$ cat config.mk
export PLATFORM = sky130hd
export DESIGN_NAME = fetchFrontEnd
export DESIGN_NICKNAME = d
export VERILOG_FILES = /design/src/fetchTypes.sv /design/src/pcTypes.sv /design/src/branchTargetBuffer.sv /design/src/fetchControl.sv /design/src/fetchFrontEnd.sv /design/src/fetchPcUnit.sv /design/src/fetchSerialCounter.sv
export VERILOG_INCLUDE_DIRS = /design/src
export SDC_FILE = /design/constraint.sdc
export NUM_CORES = 1
export LEC_CHECK = 0
export BUFFER_PORTS_ARGS = -buffer_cell sky130_fd_sc_hd__buf_2
export CAP_MARGIN = 10
export CORE_MARGIN = 4
export CORE_UTILIZATION = 63
export DETAILED_ROUTE_END_ITERATION = 7
export PLACE_DENSITY_LB_ADDON = 0.25
export SYNTH_ARGS = -nofsm -noshare
export SYNTH_HDL_FRONTEND = slang
export SYNTH_SLANG_ARGS = --single-unit
$ cat constraint.sdc
create_clock -name clock -period 12.95 [get_ports clock]
set_input_delay 1.295 -clock clock [delete_from_list [all_inputs] [get_ports clock]]
set_output_delay 1.295 -clock clock [all_outputs]
set_load 0.02 [all_outputs]
$ cat src/fetch_params.svh
// =========================================================================
// Fetch front end parameters
// Widths, sizes and the reset PC shared by the packages and the RTL
// =========================================================================

`ifndef FETCH_PARAMS_SVH
`define FETCH_PARAMS_SVH

// Slots per fetch group, equal to instructions per cache line
`define FETCH_WIDTH 4
`define ADDR_WIDTH 32
`define INSN_BYTES 4

// 16 BTB entries
`define BTB_INDEX_WIDTH 4
`define SERIAL_WIDTH 16

`define RESET_PC 32'h0000_1000

`endif

$ cat src/fetchTypes.sv
// =========================================================================
// Fetch types
// Instruction words, slot masks, serial numbers and controller states
// =========================================================================

`include "fetch_params.svh"

package fetchTypes;

    typedef logic [31:0] Insn;

    // Slot 0 sits in the low word
    typedef Insn [`FETCH_WIDTH-1:0] InsnLine;

    typedef logic [`FETCH_WIDTH-1:0] SlotMask;

    typedef logic [`SERIAL_WIDTH-1:0] Serial;

    typedef enum logic [1:0] {
        ISSUE,
        WAIT_ACK,
        WAIT_RELEASE,
        HOLD
    } FetchState;

endpackage

$ cat src/pcTypes.sv
// =========================================================================
// PC types
// Byte address, PC field layout and the PC word seen as raw or as fields
// =========================================================================

`include "fetch_params.svh"

package pcTypes;

    localparam int SlotWidth = $clog2(`FETCH_WIDTH);
    localparam int ByteOffsetWidth = $clog2(`INSN_BYTES);
    localparam int TagWidth = `ADDR_WIDTH - `BTB_INDEX_WIDTH - SlotWidth - ByteOffsetWidth;

    typedef logic [`ADDR_WIDTH-1:0] Addr;

    typedef logic [TagWidth-1:0] BtbTag;

    // From the top: BTB tag, BTB index, slot in line, byte in instruction
    typedef struct packed {
        BtbTag                       tag;
        logic [`BTB_INDEX_WIDTH-1:0] btbIndex;
        logic [SlotWidth-1:0]        slot;
        logic [ByteOffsetWidth-1:0]  byteOffset;
    } PcFields;

    // Same word read either as an address or as its fields
    typedef union packed {
        Addr     raw;
        PcFields fields;
    } PcWord;

endpackage
$ cat src/branchTargetBuffer.sv
// =========================================================================
// Branch target buffer
// Direct-mapped, looked up for every slot of the current fetch line and
// written through one update port from the back end
// =========================================================================

`include "fetch_params.svh"

module branchTargetBuffer (
    input  logic                               clock,
    input  logic                               reset,
    input  pcTypes::PcWord                     pc,
    input  logic                               updateValid,
    input  pcTypes::Addr                       updatePc,
    input  pcTypes::Addr                       updateTarget,
    input  logic                               updateTaken,
    output fetchTypes::SlotMask                btbHit,
    output fetchTypes::SlotMask                btbTaken,
    output pcTypes::Addr [`FETCH_WIDTH-1:0]    btbTarget
);

    localparam int Entries = 1 << `BTB_INDEX_WIDTH;

    logic [Entries-1:0]            entryValid;
    logic [Entries-1:0]            entryTaken;
    pcTypes::BtbTag                entryTag    [Entries];
    logic [pcTypes::SlotWidth-1:0] entrySlot   [Entries];
    pcTypes::Addr                  entryTarget [Entries];

    pcTypes::PcWord                updateWord;
    pcTypes::PcWord                lookupWord  [`FETCH_WIDTH];

    always_comb begin
        updateWord.raw = updatePc;
    end

    always_ff @(posedge clock) begin
        if (reset) begin
            entryValid <= '0;
        end else if (updateValid) begin
            entryValid[updateWord.fields.btbIndex] <= 1'b1;
        end
    end

    // All slots of a line share one index, so the entry also keeps its slot
    always_ff @(posedge clock) begin
        if (updateValid) begin
            entryTag[updateWord.fields.btbIndex]    <= updateWord.fields.tag;
            entrySlot[updateWord.fields.btbIndex]   <= updateWord.fields.slot;
            entryTarget[updateWord.fields.btbIndex] <= updateTarget;
            entryTaken[updateWord.fields.btbIndex]  <= updateTaken;
        end
    end

    // Per-slot lookup on the line address of the fetch PC
    always_comb begin
        for (int i = 0; i < `FETCH_WIDTH; i++) begin
            lookupWord[i] = pc;
            lookupWord[i].fields.slot = pcTypes::SlotWidth'(i);
            lookupWord[i].fields.byteOffset = '0;

            btbHit[i] = entryValid[lookupWord[i].fields.btbIndex]
                && entryTag[lookupWord[i].fields.btbIndex] == lookupWord[i].fields.tag
                && entrySlot[lookupWord[i].fields.btbIndex] == lookupWord[i].fields.slot;
            btbTaken[i] = btbHit[i] && entryTaken[lookupWord[i].fields.btbIndex];
            btbTarget[i] = entryTarget[lookupWord[i].fields.btbIndex];
        end
    end

endmodule

$ cat src/fetchControl.sv
// =========================================================================
// Fetch controller
// Runs the four-phase memory handshake, captures the line, holds the group
// for the decoder and drops lines fetched before a redirect
// =========================================================================

module fetchControl (
    input  logic clock,
    input  logic reset,
    input  logic memAck,
    input  logic groupReady,
    input  logic recoveryValid,
    output logic memReq,
    output logic issue,
    output logic lineLoad,
    output logic groupValid,
    output logic advance
);

    fetchTypes::FetchState state;
    fetchTypes::FetchState nextState;
    logic                  discard;
    logic                  nextDiscard;

    always_comb begin
        nextState = state;
        nextDiscard = discard;
        issue = 1'b0;
        lineLoad = 1'b0;
        advance = 1'b0;

        case (state)
            fetchTypes::ISSUE: begin
                // A redirect here moves the PC, so the request waits a cycle
                if (!recoveryValid) begin
                    issue = 1'b1;
                    nextState = fetchTypes::WAIT_ACK;
                end
            end
            fetchTypes::WAIT_ACK: begin
                if (recoveryValid) begin
                    nextDiscard = 1'b1;
                end
                if (memAck) begin
                    lineLoad = !discard && !recoveryValid;
                    nextState = fetchTypes::WAIT_RELEASE;
                end
            end
            fetchTypes::WAIT_RELEASE: begin
                if (recoveryValid) begin
                    nextDiscard = 1'b1;
                end
                // Handshake closes once ack is back low
                if (!memAck) begin
                    nextDiscard = 1'b0;
                    if (discard || recoveryValid) begin
                        nextState = fetchTypes::ISSUE;
                    end else begin
                        nextState = fetchTypes::HOLD;
                    end
                end
            end
            fetchTypes::HOLD: begin
                if (recoveryValid) begin
                    nextState = fetchTypes::ISSUE;
                end else if (groupReady) begin
                    advance = 1'b1;
                    nextState = fetchTypes::ISSUE;
                end
            end
            default: begin
                nextState = fetchTypes::ISSUE;
            end
        endcase
    end

    always_ff @(posedge clock) begin
        if (reset) begin
            state   <= fetchTypes::ISSUE;
            discard <= 1'b0;
        end else begin
            state   <= nextState;
            discard <= nextDiscard;
        end
    end

    assign memReq = (state == fetchTypes::WAIT_ACK);

    // Not offered to the decoder in the cycle the redirect arrives
    assign groupValid = (state == fetchTypes::HOLD) && !recoveryValid;

endmodule

$ cat src/fetchFrontEnd.sv
// =========================================================================
// Instruction fetch front end
// Top level joining the fetch controller, PC unit, BTB and serial counter
// =========================================================================

`include "fetch_params.svh"

module fetchFrontEnd (
    input  logic                clock,
    input  logic                reset,
    input  logic                memAck,
    input  fetchTypes::InsnLine memLine,
    input  logic                groupReady,
    input  logic                recoveryValid,
    input  pcTypes::Addr        recoveryPc,
    input  logic                updateValid,
    input  pcTypes::Addr        updatePc,
    input  pcTypes::Addr        updateTarget,
    input  logic                updateTaken,
    output logic                memReq,
    output pcTypes::Addr        memAddr,
    output logic                groupValid,
    output pcTypes::Addr        groupPc,
    output fetchTypes::SlotMask groupMask,
    output fetchTypes::InsnLine groupInsns,
    output fetchTypes::Serial   groupSerial
);

    logic                            issue;
    logic                            lineLoad;
    logic                            advance;
    pcTypes::PcWord                  pc;
    fetchTypes::SlotMask             btbHit;
    fetchTypes::SlotMask             btbTaken;
    pcTypes::Addr [`FETCH_WIDTH-1:0] btbTarget;

    fetchControl control (
        .clock         (clock),
        .reset         (reset),
        .memAck        (memAck),
        .groupReady    (groupReady),
        .recoveryValid (recoveryValid),
        .memReq        (memReq),
        .issue         (issue),
        .lineLoad      (lineLoad),
        .groupValid    (groupValid),
        .advance       (advance)
    );

    fetchPcUnit pcUnit (
        .clock         (clock),
        .reset         (reset),
        .issue         (issue),
        .lineLoad      (lineLoad),
        .advance       (advance),
        .recoveryValid (recoveryValid),
        .recoveryPc    (recoveryPc),
        .memLine       (memLine),
        .btbHit        (btbHit),
        .btbTaken      (btbTaken),
        .btbTarget     (btbTarget),
        .pc            (pc),
        .memAddr       (memAddr),
        .groupPc       (groupPc),
        .groupMask     (groupMask),
        .groupInsns    (groupInsns)
    );

    branchTargetBuffer btb (
        .clock        (clock),
        .reset        (reset),
        .pc           (pc),
        .updateValid  (updateValid),
        .updatePc     (updatePc),
        .updateTarget (updateTarget),
        .updateTaken  (updateTaken),
        .btbHit       (btbHit),
        .btbTaken     (btbTaken),
        .btbTarget    (btbTarget)
    );

    fetchSerialCounter serialCounter (
        .clock       (clock),
        .reset       (reset),
        .advance     (advance),
        .groupMask   (groupMask),
        .groupSerial (groupSerial)
    );

endmodule

$ cat src/fetchPcUnit.sv
// =========================================================================
// Fetch PC unit
// Keeps the fetch PC and the line request address, captures the fetched
// line and forms the slot mask and the predicted next PC of the group
// =========================================================================

`include "fetch_params.svh"

module fetchPcUnit (
    input  logic                               clock,
    input  logic                               reset,
    input  logic                               issue,
    input  logic                               lineLoad,
    input  logic                               advance,
    input  logic                               recoveryValid,
    input  pcTypes::Addr                       recoveryPc,
    input  fetchTypes::InsnLine                memLine,
    input  fetchTypes::SlotMask                btbHit,
    input  fetchTypes::SlotMask                btbTaken,
    input  pcTypes::Addr [`FETCH_WIDTH-1:0]    btbTarget,
    output pcTypes::PcWord                     pc,
    output pcTypes::Addr                       memAddr,
    output pcTypes::Addr                       groupPc,
    output fetchTypes::SlotMask                groupMask,
    output fetchTypes::InsnLine                groupInsns
);

    localparam int LineBytes = `FETCH_WIDTH * `INSN_BYTES;

    pcTypes::PcWord      lineBase;
    pcTypes::Addr        nextLinePc;
    pcTypes::Addr        predNextPc;
    pcTypes::Addr        nextPc;
    fetchTypes::SlotMask slotMask;
    logic                takenSeen;

    // Mask and next PC prediction for the line at the current PC
    always_comb begin
        lineBase = pc;
        lineBase.fields.slot = '0;
        lineBase.fields.byteOffset = '0;
        nextLinePc = lineBase.raw + pcTypes::Addr'(LineBytes);

        predNextPc = nextLinePc;
        slotMask = '0;
        takenSeen = 1'b0;
        for (int i = 0; i < `FETCH_WIDTH; i++) begin
            // Slots before the start slot and after a taken branch stay invalid
            if (pcTypes::SlotWidth'(i) >= pc.fields.slot && !takenSeen) begin
                slotMask[i] = 1'b1;
                if (btbHit[i] && btbTaken[i]) begin
                    takenSeen = 1'b1;
                    predNextPc = btbTarget[i];
                end
            end
        end
    end

    // Recovery wins over a group advance
    always_ff @(posedge clock) begin
        if (reset) begin
            pc.raw <= `RESET_PC;
        end else if (recoveryValid) begin
            pc.raw <= recoveryPc;
        end else if (advance) begin
            pc.raw <= nextPc;
        end
    end

    // Request address is line aligned and held for the whole handshake
    always_ff @(posedge clock) begin
        if (issue) begin
            memAddr <= lineBase.raw;
        end
    end

    // Group contents are frozen at line capture, so a BTB write
    // during the hold cannot change them
    always_ff @(posedge clock) begin
        if (lineLoad) begin
            groupInsns <= memLine;
            groupMask  <= slotMask;
            nextPc     <= predNextPc;
        end
    end

    assign groupPc = pc.raw;

endmodule

$ cat src/fetchSerialCounter.sv
// =========================================================================
// Fetch serial counter
// Numbers fetched instructions, starting at 1 and stepping by the number
// of valid slots in each accepted group
// =========================================================================

`include "fetch_params.svh"

module fetchSerialCounter (
    input  logic                clock,
    input  logic                reset,
    input  logic                advance,
    input  fetchTypes::SlotMask groupMask,
    output fetchTypes::Serial   groupSerial
);

    localparam int CountWidth = $clog2(`FETCH_WIDTH + 1);

    logic [CountWidth-1:0] validCount;

    // Population count of the group mask
    always_comb begin
        validCount = '0;
        for (int i = 0; i < `FETCH_WIDTH; i++) begin
            validCount = validCount + CountWidth'(groupMask[i]);
        end
    end

    always_ff @(posedge clock) begin
        if (reset) begin
            groupSerial <= fetchTypes::Serial'(1);
        end else if (advance) begin
            groupSerial <= groupSerial + fetchTypes::Serial'(validCount);
        end
    end

endmodule

==> Word level (Yosys, flattened, before mapping) <==
Memory sizes are Yosys's and may differ from the RTL's. A register that Yosys moved wholly into a read port is not among the register bits.
Cells that the tools add are included.
{ "classes": {"add_sub_neg": 5, "order_cmp": 7, "n_eq_ne": 11, "muxes": 52, "bitwise_logic": 1, "n_reduce_logical": 30} }
{ "op_table": {"columns": ["cell", "count"], "rows": [
  ["32-bit two-way mux", 10],
  ["32-bit by 5-bit adder with 32-bit output, second input constant", 1],
  ["24-bit == test", 1],
  ["1-bit two-way mux", 24],
  ["4-bit two-way mux", 6],
  ["1-bit logical AND", 19],
  ["16-bit by 3-bit adder with 16-bit output", 1],
  ["16-bit bitwise mux", 1],
  ["16-bit OR", 1],
  ["2-bit two-way mux", 6],
  ["4-bit by 5-bit less-than comparator with 1-bit output, second input constant", 2],
  ["1-bit binary-select mux with 4-bit select", 2],
  ["2-bit == test, second input constant", 4],
  ["2-bit case mux with 4 select lines", 1],
  ["3-bit by 1-bit adder with 3-bit output", 2],
  ["2-bit inequality test, second input constant", 3],
  ["1-bit logical NOT", 5],
  ["1-bit demux with 4-bit select", 1],
  ["2-bit by 1-bit == test with 1-bit output, second input constant", 2],
  ["1-bit by 2-bit greater-or-equal comparator with 1-bit output, first input constant", 2],
  ["2-bit greater-or-equal comparator, first input constant", 2],
  ["4-bit by 1-bit greater-or-equal comparator with 1-bit output, second input constant", 1],
  ["2-bit logical NOT", 2],
  ["4-bit AND reduction", 1],
  ["other kinds (5)", 6]
]} }
{ "word_totals": {"register_bits": 275, "mem_bits_rw": 928, "in_bits": 231, "output_inout_bits": 214, "wordCells": 122, "mem_count": 3} }
{ "memory_table": {"columns": ["name", "words", "word_bits", "rd", "rd_clocked_by_memory_dff", "write_ports", "line_no", "text"], "rows": [
  ["btb.entryTarget", 16, 32, 1, 1, 1, "branchTargetBuffer.sv:28", "pcTypes::Addr entryTarget [Entries];"],
  ["btb.entryTag", 16, 24, 1, 1, 1, "branchTargetBuffer.sv:26", "pcTypes::BtbTag entryTag [Entries];"],
  ["btb.entrySlot", 16, 2, 1, 1, 1, "branchTargetBuffer.sv:27", "logic [pcTypes::SlotWidth-1:0] entrySlot [Entries];"]
]} }

==> Longest topological paths before layout <==
Gate-level depths: netlist of run 1.
{ "depth": {"depth_word": 17, "mapped_depth": 15, "mapped_depth_nobuf": 13} }

==> By module <==
Synthesis of run 1 repeated with hierarchy kept, for this count alone.
{ "unflattened": {"cells_unflattened": 2487, "hier_area_um2": 47912.2} }
{ "modules_own_cells": {"columns": ["mod", "instances", "cells_each", "area_each_um2", "seq_area_each_um2"], "rows": [
  ["branchTargetBuffer", 1, 1664, 37479.7, 28667.5],
  ["fetchPcUnit", 1, 705, 9356.5, 6406.1],
  ["fetchSerialCounter", 1, 90, 835.8, 320.3],
  ["fetchControl", 1, 28, 240.2, 60.1]
]} }

==> Least setup slack after synthesis of run 1 <==
Ideal clock, no wire load.
{ "synth_path": {"path_kind": "input-to-reg", "from": "input port updatePc[7]", "to": "memory btb.entrySlot[0][0] (netlist name) (enable)", "setup_ns": 0.552, "t_arrival_ns": 5.874, "required_time_ns": 12.398, "setup_slack_ns": 6.524, "cell_stages": 2, "path_buffers": 0, "path_cell_list": "or3b_2 nor3_1"} }
{ "synth_lines": {"columns": ["element", "line_no", "text"], "rows": [
  ["start, declared", "fetchFrontEnd.sv:17", "input pcTypes::Addr updatePc,"],
  ["end, declared", "branchTargetBuffer.sv:27", null]
]} }
Straight into the memory's write port.

==> impl_metrics.tcl, run 1 <==
set metrics [dict create \
    outcome "completed" \
    arrival_ns 6.01 \
    grt_pass1_vias 24900 \
    fp.dieArea_um2 77300 \
    antenna_found_initial 22 \
    placed_area_um2 49300 \
    hp-start "btb.entryValid[6]$_SDFFE_PP0P_" \
    wl_um 123000 \
    port_buffers 438 \
    pwr-share-seq_pct 53.2 \
    die_h_um 278 \
    power_leakage_nw 17.9 \
    path_clk_slew_ns 0.06 \
    startpoint_type "register" \
    ioPinCount 445 \
    fin_nets 2897 \
    hp-class "reg -> reg" \
    hpwl_um 72600 \
    ys_ff_latch 1207 \
    coreArea_um2 71900 \
    p_per_area_nw_per_um2 159 \
    tns_ns 0 \
    tightest_slew_ns 1.21 \
    slew_violations 0 \
    pwr-share-comb_pct 7.6 \
    grt_start_max_net_pins 87 \
    cp-end-kind "register" \
    cts_made_buffers 114 \
    relSlewSlack_pct 18.9 \
    clock_latency_ns 0.67 \
    netlist_top_cells_area "edfxtp_1, mux4_2, dfxtp_1" \
    fin_crit_ns 5.61 \
    crit_fanout 64 \
    sw_frac_of_total_pct 22.1 \
    num_rows 98 \
    cp_data_required_time_ns 13.36 \
    ys_seq_area_share_pct 77.3 \
    path_class "reg -> reg" \
    viasPerCell 6.56 \
    tritoncts "built" \
    cts_root_buf "clkbuf_16" \
    syn_area_per_cell_um2 21.3 \
    vias 24300 \
    grt_setup_unrepaired "false" \
    setup_viol 0 \
    clockPowerShare_pct 39.2 \
    drive_above_1_share_pct 35.5 \
    synthArstFlopShare_pct 0 \
    yosys.area.top_type "edfxtp_1" \
    route.detailed.drc 0 \
    clock_skew_ns 0.0256 \
    reg2regPathDepth 10 \
    maxCapViolCount 0 \
    synth.top_cell.area_share_pct 74.2 \
    dr.pass1.iters 7 \
    grt_pass1_wl_um 175000 \
    drtIter0Drc 3195 \
    holdPathStages 2 \
    power.switching_mw 1.87 \
    ys_top_cells_by_count "edfxtp_1, mux4_2, nor2_1, mux2i_1, dfxtp_1" \
    final_cell_area_um2 53100 \
    worst_ir_drop_vdd_mv 0.141 \
    ctsResizeCount 0 \
    synth_cell_types 61 \
    hold_viol_final 0 \
    overflow 0 \
    clk_path_buf_depth 3 \
    reg2reg_slack_ns 7.34 \
    yosysMostFrequentCell "edfxtp_1" \
    wl_per_cell_um 33.1 \
    min_period_over_period_pct 43.3 \
    antenna_left 0 \
    syn_area_um2 46000 \
    cts_hold_buf 0 \
    cts.htree.levels 3 \
    intPower_mw 6.58 \
    rr_endpoint "pcUnit.nextPc[10]$_DFFE_PP_" \
    synth_flop_cell "edfxtp_1" \
    routabilityCongestion 0.973 \
    cts_sinks 1207 \
    initial_core_util_pct 64.0 \
    fin_util_pct 73.8 \
    min_to "btb.entryValid[6]$_SDFFE_PP0P_" \
    fmax_ghz 0.178 \
    yosys_warnings 0 \
    postCtsSetupBuffers 0 \
    netlist_instances 2154 \
    fp.dieW_um 278 \
    area_growth_pct 15.4 \
    synth-edff-count 1136 \
    grt_use_total_pct 31.7 \
]
critical path: stages (launching register included):
cell       delay, ns
dfxtp_4         0.69
buf_4           0.78
buf_4           0.88
mux4_2          0.42
mux4_2          0.51
xor2_1          0.20
a2111oi_4       0.34
nand4_1         0.15
and4bb_2        0.31
buf_4           0.54
mux2_2          0.41
flip-flops by register name, indices dropped and copies added, names as in the netlist, named ones only:
| register | flops |
|---|---|
| btb.entryTarget | 512 |
| btb.entryTag | 384 |
| pcUnit.groupInsns | 128 |
| btb.entrySlot | 32 |
| pcUnit.groupPc | 32 |
| pcUnit.nextPc | 32 |
| pcUnit.memAddr | 28 |
| btb.entryTaken | 16 |
| btb.entryValid | 16 |
| serialCounter.groupSerial | 16 |
| pcUnit.groupMask | 4 |
| control.state | 2 |
| control.discard | 1 |
worst max path at each step:
stage	slack, ns	startpoint	depth (start not counted)	to
6_report	7.34	register	10	pcUnit.nextPc[10]$_DFFE_PP_
4_1_cts	7.35	register	10	pcUnit.nextPc[8]$_DFFE_PP_
3_5_place_dp	7.41	register	10	pcUnit.nextPc[10]$_DFFE_PP_
5_1_grt	7.15	register	10	pcUnit.nextPc[8]$_DFFE_PP_
2_1_floorplan	6.52	updatePc[7]	2	btb.entrySlot[0][0]$_DFFE_PP_
3_3_place_gp	7.48	register	10	pcUnit.nextPc[10]$_DFFE_PP_
routing by layer:
layer	vias to the layer above	global-route usage, %	share of wire [%]
met5	-	0	0.038
met3	252	7.30	12
li1	9812	-	-
met1	12500	41.7	34
met2	1745	52.7	50
met4	6	12.4	4.1
logic make-up (layout without fill, tap and decap cells):
logic type | count (synthesis) | count (layout) | share of synthesized area [%]
other | 1 | 10 | 0.00816
AOI/OAI and AO/OA | 101 | 101 | 1.44
xor gates and xnor gates | 60 | 60 | 1.14
DFF | 1207 | 1207 | 77.3
adders and majority gates | 14 | 14 | 0.408
buffers and inverters | 122 | 716 | 1.31
muxes | 374 | 374 | 15.6
and+or+nand+nor | 275 | 275 | 2.77
power groups by stage:
stage / Combinational, mW / Sequential, mW / Clock [mW]
2_1_floorplan: 0.307 / 4.63 / 0
3_3_place_gp: 0.615 / 4.57 / 0
3_5_place_dp: 0.634 / 4.58 / 0
4_1_cts: 0.639 / 4.50 / 3.34
5_1_grt: 0.676 / 4.51 / 3.53
6_report: 0.639 / 4.50 / 3.31
cells in the final DEF (no fill, tap or decap), types with 4 or more instances in the layout:
master / count
xor2_1: 28
diode_2: 6
o21ai_0: 8
buf_4: 46
and3_1: 13
mux2_2: 15
nor3_1: 5
bufinv_16: 11
a21oi_1: 48
clkbuf_8: 6
xnor2_1: 32
clkinv_2: 21
and4_1: 6
a211oi_1: 4
buf_2: 438
inv_1: 15
ha_1: 11
o22ai_1: 4
clkinvlp_4: 4
mux4_2: 265
nor2b_1: 13
dfxtp_1: 67
nor2_4: 12
clkinv_1: 29
mux2_4: 19
nand3_1: 22
mux2i_1: 75
or3_1: 4
nor2_1: 136
nand2_1: 30
conb_1: 4
clkbuf_1: 23
clkbuf_16: 119
edfxtp_1: 1136
nor3_2: 4
nand4_1: 6
a22oi_1: 10
a22o_1: 10
nand2b_1: 6
stage by stage:
step | total power [mW] | setup slack [ns] | hold WS [ns] | std cells
after global routing | 8.71 | 7.15 | 0.493 | 3705
final | 8.45 | 7.34 | 0.473 | 3707
after global placement | 5.18 | 7.48 | 0.444 | 3487
after floorplan | 4.93 | 6.52 | 0.435 | 2157
after detailed placement | 5.21 | 7.41 | 0.458 | 3487
after CTS | 8.48 | 7.35 | 0.472 | 3701
layout make-up:
type | instances | area [um^2]
antenna | 6 | 15.0
clock buffer | 148 | 3150
clock inverter | 66 | 588
fill | 3988 | 18800
inverter | 18 | 67.6
multi-input combinational | 828 | 9960
sequential | 1207 | 35500
tap | 950 | 1190
timing repair buffer | 484 | 2540
Power figures use the tool's default switching activity.
==> run 2, diff against run 1 <==
--- a/config.mk
+++ b/config.mk
@@ -9,7 +9,7 @@
 export BUFFER_PORTS_ARGS = -buffer_cell sky130_fd_sc_hd__buf_2
 export CAP_MARGIN = 10
 export CORE_MARGIN = 4
-export CORE_UTILIZATION = 63
+export CORE_UTILIZATION = 59
 export DETAILED_ROUTE_END_ITERATION = 7
 export PLACE_DENSITY_LB_ADDON = 0.25
 export SYNTH_ARGS = -nofsm -noshare
==> constraint.sdc (replaced) <==
create_clock -name clock -period 5.3 [get_ports clock]
set_input_delay 0.53 -clock clock [delete_from_list [all_inputs] [get_ports clock]]
set_output_delay 0.53 -clock clock [all_outputs]
set_load 0.02 [all_outputs]
==> impl_metrics.tcl, run 2 (synthesized netlist as in run 1, its figures left out) <==
set metrics [dict create \
    fmax_ghz 0.236 \
    grt_use_met3_pct 6.00 \
    initial_core_util_pct 59.4 \
    postCtsSetupBuffers 0 \
    startpoint_type "register" \
    grt_setup_unrepaired "false" \
    clk_path_buf_depth 3 \
    fp.dieW_um 287 \
    fin_nets 2992 \
    pwr-share-seq_pct 53.0 \
    dr.pass1.iters 5 \
    slowest_stage "dfxtp_4" \
    fp.dieArea_um2 82400 \
    worst_ir_drop_vdd_mv 0.300 \
    clock_latency_ns 0.68 \
    viasPerCell 6.25 \
    grt_pass1_vias 24700 \
    grt_start_max_net_pins 123 \
    cp_top_family "simple AND/OR/NAND/NOR gates" \
    cts_made_buffers 116 \
    setup_viol 0 \
    finalNonFillerCells 3898 \
    largest_reg_flops 512 \
    wl_per_cell_um 31.6 \
    antenna_found_initial 21 \
    intPower_mw 16.1 \
    relSlewSlack_pct 15.9 \
    routabilityCongestion 0.963 \
    cp-end-kind "register" \
    grt_use_met1_pct 39.4 \
    hpwl_um 74100 \
    tightest_slew_ns 1.26 \
    largest_register "btb.entryTarget" \
    final_cell_mix "edfxtp_1, buf_2, mux4_2" \
    grt_most_used_layer "met2" \
    min_period_over_period_pct 80.1 \
    fillCellCount 4642 \
    slew_violations 0 \
    drive_above_1_share_pct 34.7 \
    port_buffers 438 \
    p_per_area_nw_per_um2 382 \
    wl_um 123000 \
    fin_ws_ns 1.05 \
    outcome "completed" \
    cp_data_required_time_ns 5.74 \
    grt_pass1_wl_um 174000 \
    num_rows 102 \
    cts_sinks 1207 \
    antenna_left 0 \
    clockPowerShare_pct 39.2 \
    hold_viol_final 0 \
    path_class "reg -> reg" \
    route.detailed.drc 0 \
    tritoncts "built" \
    tns_ns 0 \
    fin_crit_ns 4.25 \
    power_leakage_nw 18.4 \
    clock_skew_ns 0.0231 \
    met2_usage_pct 50.1 \
    overflow 0 \
    arrival_ns 4.68 \
    vias 24300 \
    pre_cts_ws_ns 1.08 \
    path_cells "buf_4, mux4_2, a22o_1, a221oi_2, xnor2_1, nor4_1, nor3b_1, and4bb_2, buf_12, mux2_2" \
    sw_frac_of_total_pct 22.4 \
    placed_cells_incl_taps 3586 \
    pwr-share-comb_pct 7.8 \
    coreArea_um2 77300 \
    largestRegisters "btb.entryTarget x512, btb.entryTag x384, pcUnit.groupInsns x128" \
    layout_commonest_cell "edfxtp_1" \
    hp-class "in -> reg" \
    cts.htree.levels 3 \
    die_h_um 287 \
    cts_root_buf "clkbuf_16" \
    drtIter0Drc 2728 \
    maxCapViolCount 0 \
    power.switching_mw 4.65 \
    path_buf_inv 2 \
    ioPinCount 445 \
    crit_fanout 54 \
    path_clk_slew_ns 0.07 \
    slowest_delay_ns 0.97 \
    area_growth_pct 18.1 \
    grt_use_total_pct 29.9 \
]
[run 2: changes by cell type in the layout (fill, tap and decap cells not counted), sizes merged]
cell,change
dlygate4sd3,+84
clkbuf,+10
clkinv,-10
buf,+9
diode,+7
inv,+3
bufinv,-1
clkinvlp,-1
[run 2: final timing paths]
check / start / to / slack (ns) / cells past startpoint
setup / recovery: register / pcUnit.nextPc[31]$_DFFE_PP_ / 1.05 / 10
hold / removal: memLine[117] / pcUnit.groupInsns[117]$_DFFE_PP_ / 0.03 / 1
setup reg to reg: register / pcUnit.nextPc[31]$_DFFE_PP_ / 1.05 / 10
hold reg to reg: btb.entryValid[8]$_SDFFE_PP0P_ / btb.entryValid[8]$_SDFFE_PP0P_ / 0.47 / 2
[run 2: metal layers]
metal,vias up,wire length (um)
met5,-,28
met4,4,4880
met3,241,12800
met2,1489,62600
met1,12600,42900
li1,10000,-
[run 2: cell type report]
| class | instances | area, um^2 | share of cell area (%) |
|---|---|---|---|
| well taps | 1040 | 1300 | 2.40 |
| multi-input cells | 828 | 9980 | 18.4 |
| diodes | 13 | 32.5 | 0.0599 |
| flip-flops and latches | 1207 | 35500 | 65.5 |
| repair buffers | 577 | 3600 | 6.62 |
| clock inverters | 57 | 597 | 1.10 |
| clock buffers | 158 | 3170 | 5.84 |
| inverters | 18 | 67.6 | 0.124 |
[run 2: stage by stage]
step	cell area, um^2	utilization, %	hold WS [ns]	power, mW
6_report	54300	70.2	0.0328	20.8
5_1_grt	54300	70.2	0.0134	21.4
4_1_cts	54300	70.2	0.000624	20.9
3_5_place_dp	49700	64.2	0.463	12.8
3_3_place_gp	49700	64.2	0.443	12.7
2_1_floorplan	46000	-	0.435	12.0
[run 2: repair_timing]
item	in CTS	in global routing
endpoints found under the hold margin	84	0
resized for setup	0	0
hold buffers	84	0
[run 2: power groups by stage]
stage | combinational, mW | sequential [mW] | clock [mW]
3_3_place_gp | 1.52 | 11.2 | 0
4_1_cts | 1.63 | 11.0 | 8.24
2_1_floorplan | 0.750 | 11.3 | 0
6_report | 1.62 | 11.0 | 8.13
5_1_grt | 1.72 | 11.0 | 8.65
3_5_place_dp | 1.56 | 11.2 | 0
